File: config.mk
export PLATFORM = sky130hd
export DESIGN_NAME = mips_exec_unit
export DESIGN_NICKNAME = d
export VERILOG_FILES = /design/src/rtl/mips_pkg.sv /design/src/rtl/mips_ifs.sv /design/src/rtl/mips_exec_unit.sv /design/src/rtl/mem_port.sv /design/src/rtl/alu.sv /design/src/rtl/reg_file.sv /design/src/rtl/exec_ctrl.sv
export SDC_FILE = /design/constraint.sdc
export NUM_CORES = 2
export LEC_CHECK = 0
export BUFFER_PORTS_ARGS = -buffer_cell sky130_fd_sc_hd__buf_2
export CAP_MARGIN = 5
export CELL_PAD_IN_SITES_DETAIL_PLACEMENT = 0
export CELL_PAD_IN_SITES_GLOBAL_PLACEMENT = 1
export CORE_MARGIN = 5
export CORE_UTILIZATION = 40
export DETAILED_ROUTE_END_ITERATION = 8
export HOLD_SLACK_MARGIN = 0.1
export PLACE_DENSITY_LB_ADDON = 0.15
export SLEW_MARGIN = 20
export SYNTH_ARGS = -nofsm -noshare
export SYNTH_HDL_FRONTEND = slang
export SYNTH_SLANG_ARGS = --single-unit
File: constraint.sdc
create_clock -name clk -period 25.6 [get_ports clk]
set_input_delay 3.84 -clock clk [delete_from_list [all_inputs] [get_ports clk]]
set_output_delay 3.84 -clock clk [all_outputs]
set_load 0.05 [all_outputs]
File: src/rtl/mips_pkg.sv
package mips_pkg;

	localparam int XLEN = 32;

	typedef logic [XLEN-1:0] word_t;
	typedef logic [4:0] reg_idx_t;

	// primary opcodes, bits 31:26.
	typedef enum logic [5:0] {
		OP_RTYPE = 6'h00,
		OP_ADDI  = 6'h08,
		OP_LW    = 6'h23,
		OP_SW    = 6'h2b
	} opcode_e;

	// r-type function field, bits 5:0.
	typedef enum logic [5:0] {
		FN_SLL  = 6'h00,
		FN_SRL  = 6'h02,
		FN_SRA  = 6'h03,
		FN_ADD  = 6'h20,
		FN_ADDU = 6'h21,
		FN_SUB  = 6'h22,
		FN_SUBU = 6'h23,
		FN_AND  = 6'h24,
		FN_OR   = 6'h25,
		FN_XOR  = 6'h26,
		FN_NOR  = 6'h27,
		FN_SLT  = 6'h2a
	} funct_e;

	typedef enum logic [3:0] {
		ALU_ADD, ALU_SUB, ALU_AND, ALU_OR, ALU_XOR,
		ALU_NOR, ALU_SLT, ALU_SLL, ALU_SRL, ALU_SRA
	} alu_op_e;

	typedef enum logic [2:0] {
		IDLE, READ_REGS, EXECUTE, MEM_WAIT, WRITE_BACK, WAIT_ACK
	} state_e;

endpackage
File: src/rtl/mips_ifs.sv
`timescale 1ns/1ps

interface regfile_if;
	mips_pkg::reg_idx_t rs_idx;
	mips_pkg::reg_idx_t rt_idx;
	mips_pkg::word_t rs_data;
	mips_pkg::word_t rt_data;
	logic wr_en;
	mips_pkg::reg_idx_t wr_idx;
	mips_pkg::word_t wr_data;

	modport ctrl (output rs_idx, rt_idx, wr_en, wr_idx, wr_data, input rs_data, rt_data);
	modport regs (input rs_idx, rt_idx, wr_en, wr_idx, wr_data, output rs_data, rt_data);
endinterface

interface alu_if;
	mips_pkg::alu_op_e op;
	mips_pkg::word_t a;
	mips_pkg::word_t b;
	logic [4:0] shamt;
	mips_pkg::word_t result;

	modport ctrl (output op, a, b, shamt, input result);
	modport unit (input op, a, b, shamt, output result);
endinterface

interface mem_req_if #(parameter int ADDR_W = 10);
	logic start;
	logic we;
	mips_pkg::word_t byte_addr;
	mips_pkg::word_t wdata;
	mips_pkg::word_t rdata;
	logic done;
	logic [ADDR_W-1:0] word_addr;

	// low two bits select a byte lane and are dropped.
	assign word_addr = byte_addr[ADDR_W+1:2];

	modport ctrl (output start, we, byte_addr, wdata, input rdata, done);
	modport port (input start, we, word_addr, wdata, output rdata, done);
endinterface

File: src/rtl/mips_exec_unit.sv
`timescale 1ns/1ps

module mips_exec_unit #(
	parameter int ADDR_W = 10
) (
	input  logic clk,
	input  logic reset,
	input  logic in_valid,
	input  mips_pkg::word_t in_instr,
	output logic in_ack,
	output logic out_valid,
	output mips_pkg::word_t out_data,
	input  logic out_ack,
	output logic mem_en,
	output logic mem_we,
	output logic [ADDR_W-1:0] mem_addr,
	output mips_pkg::word_t mem_wdata,
	input  mips_pkg::word_t mem_rdata,
	input  logic mem_ack
);

	regfile_if rf_bus ();
	alu_if alu_bus ();
	mem_req_if #(.ADDR_W(ADDR_W)) mem_bus ();

	// one instruction in flight at a time.
	exec_ctrl exec_ctrl_inst (
		.clk       (clk),
		.reset     (reset),
		.in_valid  (in_valid),
		.in_instr  (in_instr),
		.in_ack    (in_ack),
		.out_valid (out_valid),
		.out_data  (out_data),
		.out_ack   (out_ack),
		.rf        (rf_bus.ctrl),
		.au        (alu_bus.ctrl),
		.mr        (mem_bus.ctrl)
	);

	reg_file reg_file_inst (
		.clk   (clk),
		.reset (reset),
		.rf    (rf_bus.regs)
	);

	alu alu_inst (
		.au (alu_bus.unit)
	);

	// word-addressed memory side.
	mem_port #(.ADDR_W(ADDR_W)) mem_port_inst (
		.clk       (clk),
		.reset     (reset),
		.mr        (mem_bus.port),
		.mem_en    (mem_en),
		.mem_we    (mem_we),
		.mem_addr  (mem_addr),
		.mem_wdata (mem_wdata),
		.mem_rdata (mem_rdata),
		.mem_ack   (mem_ack)
	);

endmodule

File: src/rtl/mem_port.sv
`timescale 1ns/1ps

module mem_port #(
	parameter int ADDR_W = 10
) (
	input  logic clk,
	input  logic reset,
	mem_req_if.port mr,
	output logic mem_en,
	output logic mem_we,
	output logic [ADDR_W-1:0] mem_addr,
	output mips_pkg::word_t mem_wdata,
	input  mips_pkg::word_t mem_rdata,
	input  logic mem_ack
);

	always_ff @(posedge clk)
	begin
		if (reset)
		begin
			mem_en <= 1'b0;
			mem_we <= 1'b0;
			mr.done <= 1'b0;
		end
		else
		begin
			mr.done <= 1'b0;
			if (!mem_en && mr.start)
			begin
				mem_en <= 1'b1;
				mem_we <= mr.we;
				mem_addr <= mr.word_addr;
				mem_wdata <= mr.wdata;
			end
			else if (mem_en && mem_ack)
			begin
				// read data is sampled together with the ack.
				mr.rdata <= mem_rdata;
				mem_en <= 1'b0;
				mem_we <= 1'b0;
				mr.done <= 1'b1;
			end
		end
	end

endmodule

File: src/rtl/alu.sv
`timescale 1ns/1ps

module alu (
	alu_if.unit au
);

	logic less;

	// signed compare for slt.
	assign less = $signed(au.a) < $signed(au.b);

	always_comb
	begin
		case (au.op)
			mips_pkg::ALU_ADD: au.result = au.a + au.b;
			mips_pkg::ALU_SUB: au.result = au.a - au.b;
			mips_pkg::ALU_AND: au.result = au.a & au.b;
			mips_pkg::ALU_OR:  au.result = au.a | au.b;
			mips_pkg::ALU_XOR: au.result = au.a ^ au.b;
			mips_pkg::ALU_NOR: au.result = ~(au.a | au.b);
			mips_pkg::ALU_SLT: au.result = {{(mips_pkg::XLEN-1){1'b0}}, less};
			// shifts act on rt, which arrives on b.
			mips_pkg::ALU_SLL: au.result = au.b << au.shamt;
			mips_pkg::ALU_SRL: au.result = au.b >> au.shamt;
			mips_pkg::ALU_SRA: au.result = $signed(au.b) >>> au.shamt;
			default: au.result = '0;
		endcase
	end

endmodule

File: src/rtl/reg_file.sv
`timescale 1ns/1ps

module reg_file (
	input logic clk,
	input logic reset,
	regfile_if.regs rf
);

	// $zero has no storage.
	mips_pkg::word_t regs [1:31];

	assign rf.rs_data = (rf.rs_idx == 5'd0) ? '0 : regs[rf.rs_idx];
	assign rf.rt_data = (rf.rt_idx == 5'd0) ? '0 : regs[rf.rt_idx];

	always_ff @(posedge clk)
	begin
		if (reset)
		begin
			for (int i = 1; i < 32; i++)
			begin
				regs[i] <= '0;
			end
		end
		else if (rf.wr_en && rf.wr_idx != 5'd0)
		begin
			regs[rf.wr_idx] <= rf.wr_data;
		end
	end

endmodule

File: src/rtl/exec_ctrl.sv
`timescale 1ns/1ps

module exec_ctrl (
	input  logic clk,
	input  logic reset,
	input  logic in_valid,
	input  mips_pkg::word_t in_instr,
	output logic in_ack,
	output logic out_valid,
	output mips_pkg::word_t out_data,
	input  logic out_ack,
	regfile_if.ctrl rf,
	alu_if.ctrl au,
	mem_req_if.ctrl mr
);

	mips_pkg::state_e state;
	mips_pkg::word_t instr_q, s_q, t_q, d_q;
	mips_pkg::word_t imm_sext;
	mips_pkg::opcode_e opcode;
	mips_pkg::funct_e funct;
	mips_pkg::alu_op_e alu_op;
	mips_pkg::reg_idx_t dest;
	logic use_imm, is_mem, is_store, legal;
	logic start_q;

	assign opcode = mips_pkg::opcode_e'(instr_q[31:26]);
	assign funct = mips_pkg::funct_e'(instr_q[5:0]);
	assign imm_sext = {{(mips_pkg::XLEN-16){instr_q[15]}}, instr_q[15:0]};

	// decode of the captured instruction.
	always_comb
	begin
		alu_op = mips_pkg::ALU_ADD;
		dest = instr_q[20:16];
		use_imm = 1'b1;
		is_mem = 1'b0;
		is_store = 1'b0;
		legal = 1'b1;
		case (opcode)
			mips_pkg::OP_RTYPE:
			begin
				use_imm = 1'b0;
				dest = instr_q[15:11];
				case (funct)
					mips_pkg::FN_ADD, mips_pkg::FN_ADDU: alu_op = mips_pkg::ALU_ADD;
					mips_pkg::FN_SUB, mips_pkg::FN_SUBU: alu_op = mips_pkg::ALU_SUB;
					mips_pkg::FN_AND: alu_op = mips_pkg::ALU_AND;
					mips_pkg::FN_OR:  alu_op = mips_pkg::ALU_OR;
					mips_pkg::FN_XOR: alu_op = mips_pkg::ALU_XOR;
					mips_pkg::FN_NOR: alu_op = mips_pkg::ALU_NOR;
					mips_pkg::FN_SLT: alu_op = mips_pkg::ALU_SLT;
					mips_pkg::FN_SLL: alu_op = mips_pkg::ALU_SLL;
					mips_pkg::FN_SRL: alu_op = mips_pkg::ALU_SRL;
					mips_pkg::FN_SRA: alu_op = mips_pkg::ALU_SRA;
					default: legal = 1'b0;
				endcase
			end
			mips_pkg::OP_ADDI: ;
			mips_pkg::OP_LW: is_mem = 1'b1;
			mips_pkg::OP_SW:
			begin
				is_mem = 1'b1;
				is_store = 1'b1;
			end
			default: legal = 1'b0;
		endcase
	end

	assign rf.rs_idx = instr_q[25:21];
	assign rf.rt_idx = instr_q[20:16];
	assign rf.wr_en = (state == mips_pkg::WRITE_BACK) && legal && !is_store;
	assign rf.wr_idx = dest;
	assign rf.wr_data = d_q;

	// lw and sw use the adder for the effective byte address.
	assign au.op = alu_op;
	assign au.a = s_q;
	assign au.b = use_imm ? imm_sext : t_q;
	assign au.shamt = instr_q[10:6];

	assign mr.start = start_q;
	assign mr.we = is_store;
	assign mr.byte_addr = au.result;
	assign mr.wdata = t_q;

	always_ff @(posedge clk)
	begin
		if (reset)
		begin
			state <= mips_pkg::IDLE;
			in_ack <= 1'b0;
			out_valid <= 1'b0;
			out_data <= '0;
			start_q <= 1'b0;
		end
		else
		begin
			in_ack <= 1'b0;
			start_q <= 1'b0;
			case (state)
				mips_pkg::IDLE:
				if (in_valid)
				begin
					instr_q <= in_instr;
					in_ack <= 1'b1;
					state <= mips_pkg::READ_REGS;
				end
				mips_pkg::READ_REGS:
				begin
					s_q <= rf.rs_data;
					t_q <= rf.rt_data;
					state <= mips_pkg::EXECUTE;
				end
				mips_pkg::EXECUTE:
				if (is_mem && legal)
				begin
					start_q <= 1'b1;
					state <= mips_pkg::MEM_WAIT;
				end
				else
				begin
					// unknown codes return zero.
					d_q <= legal ? au.result : '0;
					state <= mips_pkg::WRITE_BACK;
				end
				mips_pkg::MEM_WAIT:
				if (mr.done)
				begin
					d_q <= is_store ? t_q : mr.rdata;
					state <= mips_pkg::WRITE_BACK;
				end
				mips_pkg::WRITE_BACK:
				begin
					out_data <= d_q;
					out_valid <= 1'b1;
					state <= mips_pkg::WAIT_ACK;
				end
				mips_pkg::WAIT_ACK:
				if (out_ack)
				begin
					out_valid <= 1'b0;
					state <= mips_pkg::IDLE;
				end
				default: state <= mips_pkg::IDLE;
			endcase
		end
	end

endmodule

==> flow_metrics.env <==
export IMPL_synthTopCellsByArea="edfxtp_1 51%, mux4_2 21%, and2_1 8.6%"
export IMPL_finalHoldViolations=0
export IMPL_fin_area_um2=81060
export IMPL_peakVddDrop_mv=0.05510
export IMPL_io_pins=147
export IMPL_synth_area_per_cell_um2=13.82
export IMPL_placedCellCount=7471
export IMPL_worstHoldPathType="flip-flop to flip-flop"
export IMPL_cts_tree="built"
export IMPL_ctsHoldBuffers=0
export IMPL_cts_made_buffers=149
export IMPL_grt_max_degree=123
export IMPL_synth_most_common_cell="edfxtp_1"
export IMPL_cts_sinks=1267
export IMPL_synthArstFlopShare_pct=0
export IMPL_avgRoutedWirePerCell_um=36.77
export IMPL_ys_ff_latch=1267
export IMPL_drtIter0Drc=6316
export IMPL_clk_latency_ns=0.82
export IMPL_utilization_pct=44.85
export IMPL_synth_seq_area_share_pct=51.75
export IMPL_grt_ovfl_total=0
export IMPL_rrSetupSlack_ns=17.94
export IMPL_first_pass_iters=8
export IMPL_reg2reg_depth=17
export IMPL_slew_headroom_pct=21.46
export IMPL_power_leakage_nw=29.15
export IMPL_crit_arrival_ns=8.13
export IMPL_grt_pass1_wl_mm=393.2
export IMPL_fin_hold_ws_ns=0.4512
export IMPL_cts_root_buf="clkbuf_16"
export IMPL_crit_type="flip-flop to flip-flop"
export IMPL_hold_depth=2
export IMPL_dpl_worst_slack_ns=17.71
export IMPL_antenna_found_initial=25
export IMPL_grt_pass1_vias=47760
export IMPL_r2r_end="exec_ctrl_inst.rf.wr_data[31]"
export IMPL_die_h_um=436.4
export IMPL_track_usage_pct=29.44
export IMPL_synthTopCellsByCount="1226 x edfxtp_1, 1003 x and2_1, 685 x mux4_2, 389 x clkbuf_1, 249 x nor2_1"
export IMPL_timing_final_crit_period_ns=7.662
export IMPL_fin_skew_ns=0.03943
export IMPL_drive_gt1_share_pct=24.77
export IMPL_postPlaceCellArea_um2=76250
export IMPL_die_w_um=436.4
export IMPL_netlist_area_leader_share_pct=50.62
export IMPL_rsz0062_at_grt="no"
export IMPL_gp_congestion=0.9957
export IMPL_clk_path_buf_depth=3
export IMPL_ctsResizeCount=0
export IMPL_synth_edf_count=1226
export IMPL_r2r_start="exec_ctrl_inst.instr_q[29]"
export IMPL_io_buffers=146
export IMPL_ys_warn_count=0
export IMPL_dr_total_vias=48410
export IMPL_worstPathMaxFanout=36
export IMPL_routed_wl_mm=285.3
export IMPL_tightest_slew_ns=1.148
export IMPL_ys_types=92
export IMPL_synth_largest_area_cell="edfxtp_1"
export IMPL_die_area_um2=190500
export IMPL_post_cts_buffers=0
export IMPL_worstSetupStartpointType="flip-flop"
export IMPL_ant_nets=0
export IMPL_start_util_pct=40.24
export IMPL_maxCapViolations=0
export IMPL_ys_flop_type="edfxtp_1"
export IMPL_drc=0
export IMPL_max_freq_ghz=0.1305
export IMPL_maxSlewViolCount=0
export IMPL_syn_inst=5264
export IMPL_endpoint_kind="flip-flop"
export IMPL_htreeDepth=4
export IMPL_critPathRequiredTime_ns=26.07
export IMPL_fill_cells=16240
export IMPL_layout_setup_ws_ns=17.94
export IMPL_fin_setup_tns_ns=0
export IMPL_power_density_nw_per_um2=64.97
export IMPL_status="complete, no violations"
export IMPL_syn_area_um2=72730
export IMPL_stdcell_count=7759
export IMPL_hp_start="exec_ctrl_inst.out_data[6]"
export IMPL_viasPerCell=6.239
export IMPL_num_rows=156
export IMPL_power_mw=5.266
export IMPL_coreArea_um2=180700
export IMPL_clk_pin_slew_ns=0.06
export IMPL_setup_viol=0
export IMPL_worstHoldEndpoint="exec_ctrl_inst.out_data[6]"
export IMPL_fin_nets=5421
export IMPL_hpwl_mm=195.0
export IMPL_fin_crit_sh_pct=29.93
export IMPL_area_growth_pct=11.46
-- flip-flops by register name (all words and copies together) (netlist names) --
name / flops
exec_ctrl_inst.rf.wr_data: 32
mem_port_inst.mem_wdata: 32
mem_port_inst.mr.done: 1
reg_file_inst.regs: 1024
mem_port_inst.mem_en: 1
mem_port_inst.mr.rdata: 32
mem_port_inst.mem_we: 1
exec_ctrl_inst.mr.wdata: 32
exec_ctrl_inst.in_ack: 1
exec_ctrl_inst.instr_q: 32
exec_ctrl_inst.state: 3
exec_ctrl_inst.out_data: 32
exec_ctrl_inst.out_valid: 1
exec_ctrl_inst.mr.start: 1
mem_port_inst.mem_addr: 10
exec_ctrl_inst.au.a: 32
-- critical path, cell delays in order, from the launching register on --
cell      delay, ns
edfxtp_1       0.62
or3_1          0.40
buf_4          0.25
nor2_4         0.71
buf_4          0.68
mux2_2         0.44
inv_1          0.31
ha_1           0.33
o211ai_1       0.16
o21ai_1        0.49
a211oi_2       0.28
nor4_1         0.72
o41ai_2        0.16
buf_4          0.19
nor3_1         0.27
nor4_1         0.09
or3_1          0.41
a211oi_1       0.74
-- report_power, final --
| part | switching (mW) | total, mW | internal (mW) |
|---|---|---|---|
| sequential | 0.0565 | 2.41 | 2.35 |
| combinational | 0.480 | 0.753 | 0.272 |
| clock | 0.926 | 2.11 | 1.18 |
| total | 1.46 | 5.27 | 3.80 |
-- final cells by class --
cell class              instances  area, um2  share of cell area (%)
flip-flops and latches       1267      37640                   46.43
multi-input cells            3409      33180                   40.93
clock buffers                 177       3855                   4.755
well taps                    2370       2965                   3.658
repair buffers                314       2059                   2.541
clock inverters                99      923.4                   1.139
inverters                     112      420.4                  0.5186
diodes                         11      27.53                 0.03396
-- kinds of logic (layout without fill, tap and decap cells) --
| family | Yosys count | in the layout | share of synthesized area (%) |
|---|---|---|---|
| buf+inv | 619 | 702 | 3.274 |
| other cells | 1 | 43 | 0.005156 |
| mux | 851 | 851 | 23.52 |
| compound gates | 638 | 638 | 5.940 |
| fa+ha+maj | 99 | 99 | 1.724 |
| xor+xnor | 37 | 37 | 0.4456 |
| simple gates | 1752 | 1752 | 13.34 |
| flops | 1267 | 1267 | 51.75 |
-- worst max-delay path by stage --
stage                                          start  slack [ns]  depth (start not counted)                             to
after floorplan                                reset       14.32                          2         exec_ctrl_inst.au.a[0]
after global placement                         reset       17.72                          7     reg_file_inst.regs[15][10]
after detailed placement                       reset       17.71                          7     reg_file_inst.regs[15][15]
after CTS                 exec_ctrl_inst.instr_q[29]       18.43                         17  exec_ctrl_inst.rf.wr_data[31]
after global routing      exec_ctrl_inst.instr_q[30]       18.13                         19  exec_ctrl_inst.rf.wr_data[31]
final                     exec_ctrl_inst.instr_q[29]       17.94                         17  exec_ctrl_inst.rf.wr_data[31]
-- per-layer routing --
layer  global-route usage (%)  up-vias  share of wire (%)  routed length, um
li1                         -    20240                  -                  -
met1                    37.95    25480                 39             110500
met2                    48.77     2181                 48             138200
met3                    4.891      497                7.0              19930
met4                    13.94        8                5.8              16600
met5                        0        -              0.020                 57
-- cell usage in the layout (no fill, tap or decap), drive strengths merged, types with 17 or more instances in the layout --
| cell | n |
|---|---|
| o211ai | 17 |
| and2 | 1004 |
| mux4 | 685 |
| o22ai | 29 |
| a221oi | 30 |
| a21oi | 173 |
| a31oi | 33 |
| or2 | 40 |
| nor4 | 27 |
| ha | 97 |
| inv | 115 |
| mux2i | 152 |
| xnor2 | 25 |
| clkinv | 81 |
| o21ai | 107 |
| nor3 | 45 |
| dfxtp | 41 |
| clkbuf | 177 |
| a21o | 28 |
| conb | 32 |
| nand2 | 246 |
| nand3 | 45 |
| buf | 314 |
| nand2b | 18 |
| edfxtp | 1226 |
| a211oi | 29 |
| o31ai | 19 |
| nor2 | 250 |
Note: power is estimated with default switching activity, not from simulation.
